==> src/hdl/rename_settings.svh <==
/*
 * Rename stage sizes: register counts, bundle width and operation word width
 */
`ifndef RENAME_SETTINGS_SVH
`define RENAME_SETTINGS_SVH

// Architectural register file
`define RN_ARCH_W    5
`define RN_ARCH_REGS 32

// Physical register number width
`define RN_PREG_W    6

// Instructions per bundle
`define RN_SLOTS     2

// Operation word shared by the arithmetic and memory views
`define RN_OP_W      13

`endif

==> src/hdl/rename_pkg.sv <==
/*
 * Rename stage types: register numbers, the two-view operation word,
 * incoming slots, decode classes, renamed packets and retire writes
 */
`default_nettype none
`include "rename_settings.svh"

package rename_pkg;

    typedef logic [`RN_ARCH_W-1:0] arch_reg_t;
    typedef logic [`RN_PREG_W-1:0] preg_t;

    typedef struct packed {
        logic [5:0] alu_type;
        logic [6:0] alu_opcode;
    } alu_op_t;

    // ios_type[3] marks a store
    typedef struct packed {
        logic [`RN_OP_W-10:0] pad;
        logic [5:0]           ios_type;
        logic [2:0]           ios_opcode;
    } mem_op_t;

    // The slot's port bit picks the view
    typedef union packed {
        alu_op_t alu;
        mem_op_t mem;
    } op_word_u;

    typedef struct packed {
        logic      valid;
        logic      port;
        logic      has_dest;
        arch_reg_t rs1;
        arch_reg_t rs2;
        arch_reg_t dest;
        op_word_u  op;
    } slot_in_t;

    typedef slot_in_t [`RN_SLOTS-1:0] bundle_t;

    typedef struct packed {
        logic      valid;
        logic      alloc;
        logic      is_store;
        arch_reg_t rs1;
        arch_reg_t rs2;
        arch_reg_t dest;
    } slot_class_t;

    typedef struct packed {
        logic     valid;
        logic     port;
        logic     alloc;
        logic     is_store;
        preg_t    src1;
        preg_t    src2;
        preg_t    dest;
        preg_t    old_dest;
        op_word_u op;
    } renamed_t;

    typedef struct packed {
        logic      valid;
        arch_reg_t arch;
        preg_t     preg;
    } commit_t;

endpackage

`default_nettype wire

==> src/hdl/rename_skid.sv <==
/*
 * Rename input skid buffer: registers incoming bundles and holds one
 * extra bundle while the head is stalled
 */
`timescale 1ns/1ns
`default_nettype none
`include "rename_settings.svh"

module rename_skid (
    input  wire logic                clk_i,
    input  wire logic                rst_n_i,
    input  wire logic                recovery_i,
    input  wire logic                valid_i,
    input  wire rename_pkg::bundle_t bundle_i,
    output logic                     busy_o,
    input  wire logic                pop_i,
    output logic                     head_valid_o,
    output rename_pkg::bundle_t      head_o
);
    import rename_pkg::*;

    logic    head_v_q;
    bundle_t head_q;
    logic    skid_v_q;
    bundle_t skid_q;
    logic    push;
    logic    head_free;

    // Busy only depends on the spare register, so no path from the consumer
    assign busy_o = skid_v_q;
    assign push = valid_i && !skid_v_q;
    assign head_free = !head_v_q || pop_i;

    always_ff @(posedge clk_i) begin
        if (!rst_n_i || recovery_i) begin
            head_v_q <= 1'b0;
            skid_v_q <= 1'b0;
        end else if (head_free) begin
            // Older bundle in the spare register goes first
            if (skid_v_q) begin
                head_v_q <= 1'b1;
                skid_v_q <= 1'b0;
            end else begin
                head_v_q <= push;
            end
        end else if (push) begin
            skid_v_q <= 1'b1;
        end
    end

    always_ff @(posedge clk_i) begin
        if (head_free) begin
            head_q <= skid_v_q ? skid_q : bundle_i;
        end else if (push) begin
            skid_q <= bundle_i;
        end
    end

    assign head_valid_o = head_v_q;
    assign head_o = head_q;

endmodule

`default_nettype wire

==> src/hdl/rename_decode.sv <==
/*
 * Rename slot decode: marks allocating slots and stores, ignores writes to x0
 */
`timescale 1ns/1ns
`default_nettype none
`include "rename_settings.svh"

module rename_decode (
    input  wire logic                                 head_valid_i,
    input  wire rename_pkg::bundle_t                  head_i,
    output rename_pkg::slot_class_t [`RN_SLOTS-1:0]   class_o
);
    import rename_pkg::*;

    always_comb begin
        for (int s = 0; s < `RN_SLOTS; s++) begin
            // A slot only counts while the head itself is valid
            class_o[s].valid = head_valid_i && head_i[s].valid;
            class_o[s].alloc = class_o[s].valid && head_i[s].has_dest
                               && (head_i[s].dest != '0);
            // Memory view is meaningful on the memory port only
            if (head_i[s].port) begin
                class_o[s].is_store = head_i[s].op.mem.ios_type[3];
            end else begin
                class_o[s].is_store = 1'b0;
            end
            class_o[s].rs1 = head_i[s].rs1;
            class_o[s].rs2 = head_i[s].rs2;
            class_o[s].dest = head_i[s].dest;
        end
    end

endmodule

`default_nettype wire

==> src/hdl/rename_map_table.sv <==
/*
 * Register alias tables: speculative map with in-bundle bypass, committed
 * map fed by retire, and restore of the speculative map on recovery
 */
`timescale 1ns/1ns
`default_nettype none
`include "rename_settings.svh"

module rename_map_table (
    input  wire logic                                   clk_i,
    input  wire logic                                   rst_n_i,
    input  wire logic                                   recovery_i,
    input  wire rename_pkg::bundle_t                    head_i,
    input  wire rename_pkg::slot_class_t [`RN_SLOTS-1:0] class_i,
    input  wire rename_pkg::preg_t [`RN_SLOTS-1:0]      new_preg_i,
    input  wire logic                                   write_i,
    input  wire rename_pkg::commit_t [`RN_SLOTS-1:0]    commit_i,
    output rename_pkg::renamed_t [`RN_SLOTS-1:0]        map_o
);
    import rename_pkg::*;

    preg_t spec_q [`RN_ARCH_REGS];
    preg_t cmt_q [`RN_ARCH_REGS];
    preg_t cmt_next [`RN_ARCH_REGS];
    logic  same_dest;

    // Retire writes in slot order, so slot 1 wins on a shared register
    always_comb begin
        cmt_next = cmt_q;
        for (int s = 0; s < `RN_SLOTS; s++) begin
            if (commit_i[s].valid) begin
                cmt_next[commit_i[s].arch] = commit_i[s].preg;
            end
        end
    end

    always_ff @(posedge clk_i) begin
        if (!rst_n_i) begin
            for (int i = 0; i < `RN_ARCH_REGS; i++) begin
                spec_q[i] <= preg_t'(i);
                cmt_q[i] <= preg_t'(i);
            end
        end else begin
            cmt_q <= cmt_next;
            // Restore includes this edge's retire writes
            if (recovery_i) begin
                spec_q <= cmt_next;
            end else if (write_i) begin
                for (int s = 0; s < `RN_SLOTS; s++) begin
                    if (class_i[s].alloc) begin
                        spec_q[class_i[s].dest] <= new_preg_i[s];
                    end
                end
            end
        end
    end

    assign same_dest = class_i[0].alloc && class_i[1].alloc
                       && (class_i[0].dest == class_i[1].dest);

    // Status fields are left for the result stage to fill
    always_comb begin
        map_o = '0;
        for (int s = 0; s < `RN_SLOTS; s++) begin
            map_o[s].port = head_i[s].port;
            map_o[s].op = head_i[s].op;
            map_o[s].src1 = (class_i[s].rs1 == '0) ? '0 : spec_q[class_i[s].rs1];
            map_o[s].src2 = (class_i[s].rs2 == '0) ? '0 : spec_q[class_i[s].rs2];
            map_o[s].dest = class_i[s].alloc ? new_preg_i[s] : '0;
            map_o[s].old_dest = spec_q[class_i[s].dest];
        end
        // Slot 1 sees slot 0's rename before the table does
        if (class_i[0].alloc && (class_i[1].rs1 == class_i[0].dest)) begin
            map_o[1].src1 = new_preg_i[0];
        end
        if (class_i[0].alloc && (class_i[1].rs2 == class_i[0].dest)) begin
            map_o[1].src2 = new_preg_i[0];
        end
        if (same_dest) begin
            map_o[1].old_dest = new_preg_i[0];
        end
    end

endmodule

`default_nettype wire

==> src/hdl/rename_result.sv <==
/*
 * Rename result stage: decides when a bundle moves on, pops the free list
 * and holds the renamed packets until the consumer takes them
 */
`timescale 1ns/1ns
`default_nettype none
`include "rename_settings.svh"

module rename_result (
    input  wire logic                                   clk_i,
    input  wire logic                                   rst_n_i,
    input  wire logic                                   recovery_i,
    input  wire logic                                   head_valid_i,
    input  wire rename_pkg::slot_class_t [`RN_SLOTS-1:0] class_i,
    input  wire rename_pkg::renamed_t [`RN_SLOTS-1:0]   map_i,
    input  wire rename_pkg::preg_t [`RN_SLOTS-1:0]      fl_preg_i,
    input  wire logic [`RN_SLOTS-1:0]                   fl_empty_i,
    output logic [`RN_SLOTS-1:0]                        fl_pop_o,
    output rename_pkg::preg_t [`RN_SLOTS-1:0]           new_preg_o,
    output logic                                        advance_o,
    output logic                                        out_valid_o,
    output rename_pkg::renamed_t [`RN_SLOTS-1:0]        out_pkt_o,
    input  wire logic                                   out_ready_i
);
    import rename_pkg::*;

    logic                       out_v_q;
    renamed_t [`RN_SLOTS-1:0]   pkt_q;
    renamed_t [`RN_SLOTS-1:0]   pkt_d;
    logic [`RN_SLOTS-1:0]       alloc;
    logic                       starved;
    logic                       out_free;

    // The free list offers its heads every cycle
    assign new_preg_o = fl_preg_i;

    always_comb begin
        for (int s = 0; s < `RN_SLOTS; s++) begin
            alloc[s] = class_i[s].alloc;
        end
    end

    assign starved = |(alloc & fl_empty_i);
    assign out_free = !out_v_q || out_ready_i;
    // A bundle being flushed must not consume free registers
    assign advance_o = head_valid_i && out_free && !starved && !recovery_i;
    assign fl_pop_o = alloc & {`RN_SLOTS{advance_o}};

    always_comb begin
        for (int s = 0; s < `RN_SLOTS; s++) begin
            pkt_d[s] = map_i[s];
            pkt_d[s].valid = class_i[s].valid;
            pkt_d[s].alloc = class_i[s].alloc;
            pkt_d[s].is_store = class_i[s].is_store;
        end
    end

    always_ff @(posedge clk_i) begin
        if (!rst_n_i || recovery_i) begin
            out_v_q <= 1'b0;
        end else if (advance_o) begin
            out_v_q <= 1'b1;
        end else if (out_ready_i) begin
            out_v_q <= 1'b0;
        end
    end

    // Payload only changes on advance, so it stays put while stalled
    always_ff @(posedge clk_i) begin
        if (advance_o) begin
            pkt_q <= pkt_d;
        end
    end

    assign out_valid_o = out_v_q;
    assign out_pkt_o = pkt_q;

endmodule

`default_nettype wire

==> src/hdl/rename_top.sv <==
/*
 * Two-wide rename stage: skid buffer, slot decode, map tables and result
 */
`timescale 1ns/1ns
`default_nettype none
`include "rename_settings.svh"

module rename_top (
    input  wire logic                                clk_i,
    input  wire logic                                rst_n_i,
    input  wire logic                                recovery_i,
    input  wire logic                                valid_i,
    input  wire rename_pkg::bundle_t                 bundle_i,
    output logic                                     busy_o,
    input  wire rename_pkg::preg_t [`RN_SLOTS-1:0]   fl_preg_i,
    input  wire logic [`RN_SLOTS-1:0]                fl_empty_i,
    output logic [`RN_SLOTS-1:0]                     fl_pop_o,
    input  wire rename_pkg::commit_t [`RN_SLOTS-1:0] commit_i,
    output logic                                     out_valid_o,
    output rename_pkg::renamed_t [`RN_SLOTS-1:0]     out_pkt_o,
    input  wire logic                                out_ready_i
);
    import rename_pkg::*;

    logic                        head_valid;
    bundle_t                     head_bundle;
    slot_class_t [`RN_SLOTS-1:0] slot_class;
    renamed_t [`RN_SLOTS-1:0]    map_pkt;
    preg_t [`RN_SLOTS-1:0]       new_preg;
    logic                        advance;

    rename_skid u_skid (
        .clk_i        (clk_i),
        .rst_n_i      (rst_n_i),
        .recovery_i   (recovery_i),
        .valid_i      (valid_i),
        .bundle_i     (bundle_i),
        .busy_o       (busy_o),
        .pop_i        (advance),
        .head_valid_o (head_valid),
        .head_o       (head_bundle)
    );

    rename_decode u_decode (
        .head_valid_i (head_valid),
        .head_i       (head_bundle),
        .class_o      (slot_class)
    );

    // Speculative writes follow the same advance that pops the skid
    rename_map_table u_map_table (
        .clk_i       (clk_i),
        .rst_n_i     (rst_n_i),
        .recovery_i  (recovery_i),
        .head_i      (head_bundle),
        .class_i     (slot_class),
        .new_preg_i  (new_preg),
        .write_i     (advance),
        .commit_i    (commit_i),
        .map_o       (map_pkt)
    );

    rename_result u_result (
        .clk_i        (clk_i),
        .rst_n_i      (rst_n_i),
        .recovery_i   (recovery_i),
        .head_valid_i (head_valid),
        .class_i      (slot_class),
        .map_i        (map_pkt),
        .fl_preg_i    (fl_preg_i),
        .fl_empty_i   (fl_empty_i),
        .fl_pop_o     (fl_pop_o),
        .new_preg_o   (new_preg),
        .advance_o    (advance),
        .out_valid_o  (out_valid_o),
        .out_pkt_o    (out_pkt_o),
        .out_ready_i  (out_ready_i)
    );

endmodule

`default_nettype wire

==> config.mk <==
export PLATFORM = sky130hd
export DESIGN_NAME = rename_top
export DESIGN_NICKNAME = d
export VERILOG_FILES = /design/src/hdl/rename_pkg.sv /design/src/hdl/rename_skid.sv /design/src/hdl/rename_decode.sv /design/src/hdl/rename_map_table.sv /design/src/hdl/rename_result.sv /design/src/hdl/rename_top.sv
export VERILOG_INCLUDE_DIRS = /design/src /design/src/hdl
export SDC_FILE = /design/constraint.sdc
export NUM_CORES = 2
export LEC_CHECK = 0
export BUFFER_PORTS_ARGS = -buffer_cell sky130_fd_sc_hd__buf_2
export CORE_UTILIZATION = 57
export DETAILED_ROUTE_END_ITERATION = 8
export PLACE_DENSITY_LB_ADDON = 0.1
export REMOVE_ABC_BUFFERS = 1
export SYNTH_ARGS = -nofsm -noshare
export SYNTH_HDL_FRONTEND = slang
export SYNTH_SLANG_ARGS = --single-unit
export TNS_END_PERCENT = 1
==> constraint.sdc <==
create_clock -name clk_i -period 12.12 [get_ports clk_i]
set_clock_uncertainty 0.05 [all_clocks]
set_input_delay 1.212 -clock clk_i [delete_from_list [all_inputs] [get_ports clk_i]]
set_output_delay 1.212 -clock clk_i [all_outputs]
set_load 0.01 [all_outputs]
**After elaboration in Yosys (flattened, before gate mapping)**

Cells that the tools add are included.

- Add/subtract/negate cells: 0
- Multipliers: 0
- Divide/modulo/power cells: 0
- $lt $le $gt $ge: 12
- Equal/unequal tests: 3
- Shifts and indexed selects: 0
- Mux-type cells: 48
- Bitwise operators: 11
- Reductions and logical operators: 38

Operators by type and width:

| cell | number |
|---|---|
| $mux W192 | 9 |
| $bwmux W192 | 4 |
| $bmux W6 S5 | 6 |
| $mux W6 | 21 |
| $demux W6 S5 | 4 |
| $mux W62 | 1 |
| $ge A6 B6 Y1 const B | 8 |
| $not A5 Y6 | 8 |
| $lt A6 B1 Y1 const B | 4 |
| $logic_not A5 Y1 | 4 |
| $logic_and A1 B1 Y1 | 18 |
| $eq A5 B5 Y1 | 3 |
| $reduce_bool A5 Y1 | 2 |
| $logic_not A1 Y1 | 6 |
| $and A2 B2 Y2 | 2 |
| $reduce_bool A2 Y1 | 2 |
| $reduce_or A2 Y1 | 2 |
| $logic_or A1 B1 Y1 | 3 |
| $mux W1 | 3 |
| $reduce_and A2 Y1 | 1 |
| $not A1 Y1 | 1 |

- Register bits after elaboration: 593
- Bits in latches: 0
- Memory bits (writable): 0
- Memory bits (read-only): 0
- Output and inout bits: 86
- Logic and storage cells: 225
- Memories kept: 0

**Logic depth before layout (Yosys ltp)**

- Depth after elaboration: 15
- Gate-level depth with buffers: 10

**Hierarchy**

From an unflattened synthesis, not the netlist that was laid out.

- Cell total of the unflattened synthesis: 3,607
- Area, all modules: 39,073.7 um^2

By module, submodules not included:

| module | times used | cells an instance | area each (um^2) | seq. area each (um^2) |
|---|---|---|---|---|
| rename_map_table | 1 | 3,266 | 31,315.0 | 7,687.4 |
| rename_skid | 1 | 201 | 4,844.6 | 3,763.6 |
| rename_result | 1 | 102 | 2,628.8 | 2,482.4 |
| rename_decode | 1 | 38 | 285.3 | 0.0 |

**Worst setup path after synthesis**

Ideal clock, no wire load.

- Path type: input -> register
- Start: input out_ready_i
- End: register u_skid.skid_q[0] (netlist name) (enable)
- Setup time: 1,309 ps
- Arrival time: 10,959 ps
- Path slack: -199 ps
- Cell stages on the path: 5
- Buffers on the path: 0
- Cells stage by stage: nand2b_1 -> and2_0 -> nand3_1 -> o21ai_0 -> nor3b_1

- Longest elaborated chain between the ends: 7

RTL lines:

| item | RTL line | source |
|---|---|---|
| start: declaration | rename_top.sv:21 | `input wire logic out_ready_i` |
| $logic_or A1 B1 Y1 | rename_result.sv:44 | `assign out_free = !out_v_q \|\| out_ready_i;` |
| $logic_and A1 B1 Y1 (3 in a row) | rename_result.sv:46 | `assign advance_o = head_valid_i && out_free && !starved && !recovery_i;` |
| $logic_or A1 B1 Y1 | rename_skid.sv:32 | `assign head_free = !head_v_q \|\| pop_i;` |
| named net u_skid.head_free | rename_skid.sv:27 | `logic head_free;` |
| $not A1 Y1 (no line) | n/a |  |
| $reduce_and A2 Y1 (no line) | n/a |  |
| end signal: assignment | rename_skid.sv:55 | `skid_q <= bundle_i;` |
| end: declaration | rename_skid.sv:25 | `bundle_t skid_q;` |

The timed path passes the listed nets, and every way through them passes these cells.
A chain may end at the register's enable or synchronous reset.

**Final worst setup path**

- Start: register u_skid.head_q (netlist bit u_skid.head_o[48])
- End: output fl_pop_o[0]

- Longest elaborated chain between the ends: 8

RTL lines:

| item | RTL line | source |
|---|---|---|
| start: declaration | rename_skid.sv:23 | `bundle_t head_q;` |
| start signal: assignment | rename_skid.sv:53 | `head_q <= skid_v_q ? skid_q : bundle_i;` |
| $reduce_bool A5 Y1 | rename_decode.sv:20 | `&& (head_i[s].dest != '0);` |
| $logic_and A1 B1 Y1 | rename_decode.sv:20 |  |
| $and A2 B2 Y2 | rename_result.sv:43 | `assign starved = \|(alloc & fl_empty_i);` |
| $reduce_or A2 Y1 | rename_result.sv:43 |  |
| $logic_not A1 Y1 | rename_result.sv:46 |  |
| $logic_and A1 B1 Y1 (2 in a row) | rename_result.sv:46 |  |
| $and A2 B2 Y2 | rename_result.sv:47 | `` assign fl_pop_o = alloc & {`RN_SLOTS{advance_o}}; `` |
| end: declaration | rename_top.sv:17 | `` output logic [`RN_SLOTS-1:0] fl_pop_o, `` |

No other way between the ends.

==> results.sh <==
export IMPL_status="finished with violations"
export IMPL_violations="DRC"
export IMPL_end_kind="primary output"
export IMPL_critPathKind="reg -> out"
export IMPL_netlist_instances=3618
export IMPL_p_per_area_mw_per_mm2=119
export IMPL_dpl_hpwl_um=116000
export IMPL_ys_types=77
export IMPL_synth_ff_type="dfxtp_1"
export IMPL_grt_pass1_vias=33600
export IMPL_place_worst_setup_slack_ps=7430
export IMPL_cts_num_sinks=593
export IMPL_portBuffers=190
export IMPL_vias=35300
export IMPL_synth_edf_count=206
export IMPL_post_cts_setup_buffers=0
export IMPL_yosysSeqAreaShare_pct=36.7
export IMPL_final_cell_count_no_fill=4486
export IMPL_grt_ovfl_total=0
export IMPL_grt_pass1_wl_um=242000
export IMPL_seqPwrFrac_pct=44.2
export IMPL_p_sw_share_pct=28.8
export IMPL_die_w_um=260
export IMPL_cts_resized=0
export IMPL_gp_congestion=1.11
export IMPL_synth_xor_area_share_pct=0.346
export IMPL_first_pass_iters=9
export IMPL_setup_violations=0
export IMPL_slew_headroom_pct=5.01
export IMPL_fmax_ghz=0.218
export IMPL_fin_setup_tns_ps=0
export IMPL_nNetsFinal=3661
export IMPL_startpoint="u_skid.head_o[48]"
export IMPL_holdCritStartpoint="u_skid.head_o[31]"
export IMPL_layout_setup_ws_ps=7530
export IMPL_syn_to_final_growth_pct=8.60
export IMPL_whs_ps=369
export IMPL_ys_async_sr_fraction_pct=0
export IMPL_hp_class="reg -> reg"
export IMPL_clk_latency_ps=670
export IMPL_slew_violations=0
export IMPL_worstMarginPinSlew_ps=1410
export IMPL_cts_buffers=61
export IMPL_p_leak_nw=14.6
export IMPL_hold_buffers=0
export IMPL_synth_mux_area_share_pct=28.2
export IMPL_vdd_drop_max_mv=0.117
export IMPL_htree_levels=2
export IMPL_rows=94
export IMPL_grt_usage_pct=50.3
export IMPL_intPower_w=0.00350
export IMPL_cts_tree="done"
export IMPL_clk_pin_slew_ps=60
export IMPL_synth_top_family_by_area="multiplexers"
export IMPL_rsz0062_at_grt="false"
export IMPL_avgSynthCellArea_um2=10.5
export IMPL_grt_max_degree=99
export IMPL_drt_iter0_markers=5759
export IMPL_viasPerCell=7.86
export IMPL_final_period_utilization_pct=37.9
export IMPL_routedWlPerCell_um=38.5
export IMPL_initial_utilization_pct=57.7
export IMPL_die_area_mm2=0.0677
export IMPL_drive_above_1_share_pct=25.2
export IMPL_crit_arrival_ps=3330
export IMPL_required_ps=10860
export IMPL_start_kind="flip-flop"
export IMPL_synth_seq_cells=593
export IMPL_remaining_drc_errors=4
export IMPL_synthAdderAreaFrac_pct=0
export IMPL_antenna_found_initial=14
export IMPL_reg2reg_from="u_skid.head_valid_o"
export IMPL_synthesis_area_mm2=0.0380
export IMPL_die_h_um=260
export IMPL_core_region_area_mm2=0.0659
export IMPL_p_comb_share_pct=14.9
export IMPL_cts_root_to_sink_buffers=3
export IMPL_synth_compound_area_share_pct=17.1
export IMPL_period_needed_ps=4590
export IMPL_io_pins=191
export IMPL_routed_wl_um=173000
export IMPL_dp_cells=4356
export IMPL_worst_path_max_fanout=29
export IMPL_cts_root_buf="clkbuf_16"
export IMPL_net_switching_power_w=0.00142
export IMPL_p_clk_share_pct=40.9
export IMPL_antenna_left=0
export IMPL_hold_violations=0
export IMPL_ys_warnings_count=0
export IMPL_yosys_area_share_simple_pct=13.0
export IMPL_maxCapViolations=0
==> worst paths after layout <==
check	end	slack, ps	depth (start not counted)
setup / recovery	fl_pop_o[0]	7530	6
hold / removal	u_result.out_pkt_o[41]	370	0
setup reg to reg	u_map_table.spec_q[29]	8180	8
hold reg to reg	u_result.out_pkt_o[41]	370	0
==> logic make-up (layout without fill, tap and decap cells) <==
logic type,Yosys count,count (layout)
and+or+nand+nor,994,994
AOI/OAI and AO/OA,908,908
muxes,681,681
DFF,593,593
buffers and inverters,427,417
xor gates and xnor gates,15,15
other,0,14
==> stage by stage <==
step,power [W],instance area (µm²),util [%]
2_1_floorplan,0.00256,36300,-
3_3_place_gp,0.00289,39100,59.3
3_5_place_dp,0.00290,39100,59.3
4_1_cts,0.00486,41200,62.5
5_1_grt,0.00499,41200,62.6
6_report,0.00492,41200,62.6
==> cells in the final DEF (no fill, tap or decap), types with 101 or more instances in the layout <==
| cell | n |
|---|---|
| dfxtp_1 | 386 |
| mux4_2 | 304 |
| nor2_1 | 298 |
| mux2i_1 | 296 |
| nand2_1 | 216 |
| edfxtp_1 | 206 |
| o21ai_0 | 196 |
| buf_2 | 189 |
| a21oi_1 | 147 |
| and2_1 | 122 |
| a221o_1 | 106 |
| a211oi_1 | 104 |
| nand3_1 | 101 |
==> state kept, by name, summed over array words and instances, names as in the netlist <==
register	count
u_map_table.cmt_q	192
u_skid.busy_o	1
u_map_table.spec_q	192
u_result.out_valid_o	1
u_result.out_pkt_o	82
u_skid.head_o	62
u_skid.skid_q	62
u_skid.head_valid_o	1
==> cell usage after synthesis, drive strengths merged (6+ instances only) <==
library cell | number | area share [%]
dfxtp | 387 | 20
mux4 | 304 | 18
nor2 | 304 | 3.0
mux2i | 296 | 7.8
clkbuf | 285 | 2.8
nand2 | 219 | 2.2
edfxtp | 206 | 16
o21ai | 198 | 2.6
a21oi | 147 | 1.9
a211oi | 134 | 3.0
and2 | 124 | 2.0
buf | 117 | 1.6
a221o | 106 | 2.8
nand3 | 101 | 1.3
mux2 | 81 | 2.4
nor3 | 60 | 0.79
a31oi | 52 | 0.87
o22ai | 52 | 0.86
or2 | 52 | 0.86
o211ai | 48 | 0.95
a22oi | 36 | 0.71
a31o | 31 | 0.72
o211a | 31 | 0.82
inv | 23 | 0.23
or3 | 17 | 0.28
a311oi | 16 | 0.37
nand4b | 15 | 0.35
nand2b | 14 | 0.23
nand4 | 14 | 0.25
o311ai | 14 | 0.37
nor2b | 12 | 0.20
o22a | 11 | 0.25
xor2 | 11 | 0.25
nand4bb | 8 | 0.24
and4b | 7 | 0.18
or4 | 7 | 0.15
o21a | 6 | 0.12
==> area by class of cell <==
cell class / count / area (µm²)
clock inverter: 29 / 330
multi-input combinational: 2598 / 22400
sequential: 593 / 13900
clock buffer: 86 / 1770
fill: 5149 / 24600
tap: 864 / 1080
timing repair buffer: 277 / 1610
inverter: 25 / 93.8
antenna: 14 / 35.0
==> power groups by stage <==
stage / clock [W] / sequential [W] / combinational, W
6_report: 0.00201 / 0.00217 / 0.000732
5_1_grt: 0.00208 / 0.00217 / 0.000734
4_1_cts: 0.00200 / 0.00217 / 0.000691
3_5_place_dp: 0 / 0.00221 / 0.000689
3_3_place_gp: 0 / 0.00221 / 0.000681
2_1_floorplan: 0 / 0.00226 / 0.000300
==> per-layer routing <==
metal	track usage, %	wire length (µm)	part of all wire, %	vias up
met4	36.7	15500	9.0	14
met3	21.2	26100	15	956
met5	1.35	349	0.20	-
met2	72.7	72800	42	3196
li1	-	-	-	13900
met1	59.7	57900	34	17200
==> worst max-delay path: stages, from the launching register on <==
cell and delay [ps]:
edfxtp_1 370, buf_4 330, or3_1 570, o311ai_4 450
nand3_1 400, nor3_1 340, buf_2 180
Note: power is estimated with default switching activity, not from simulation.
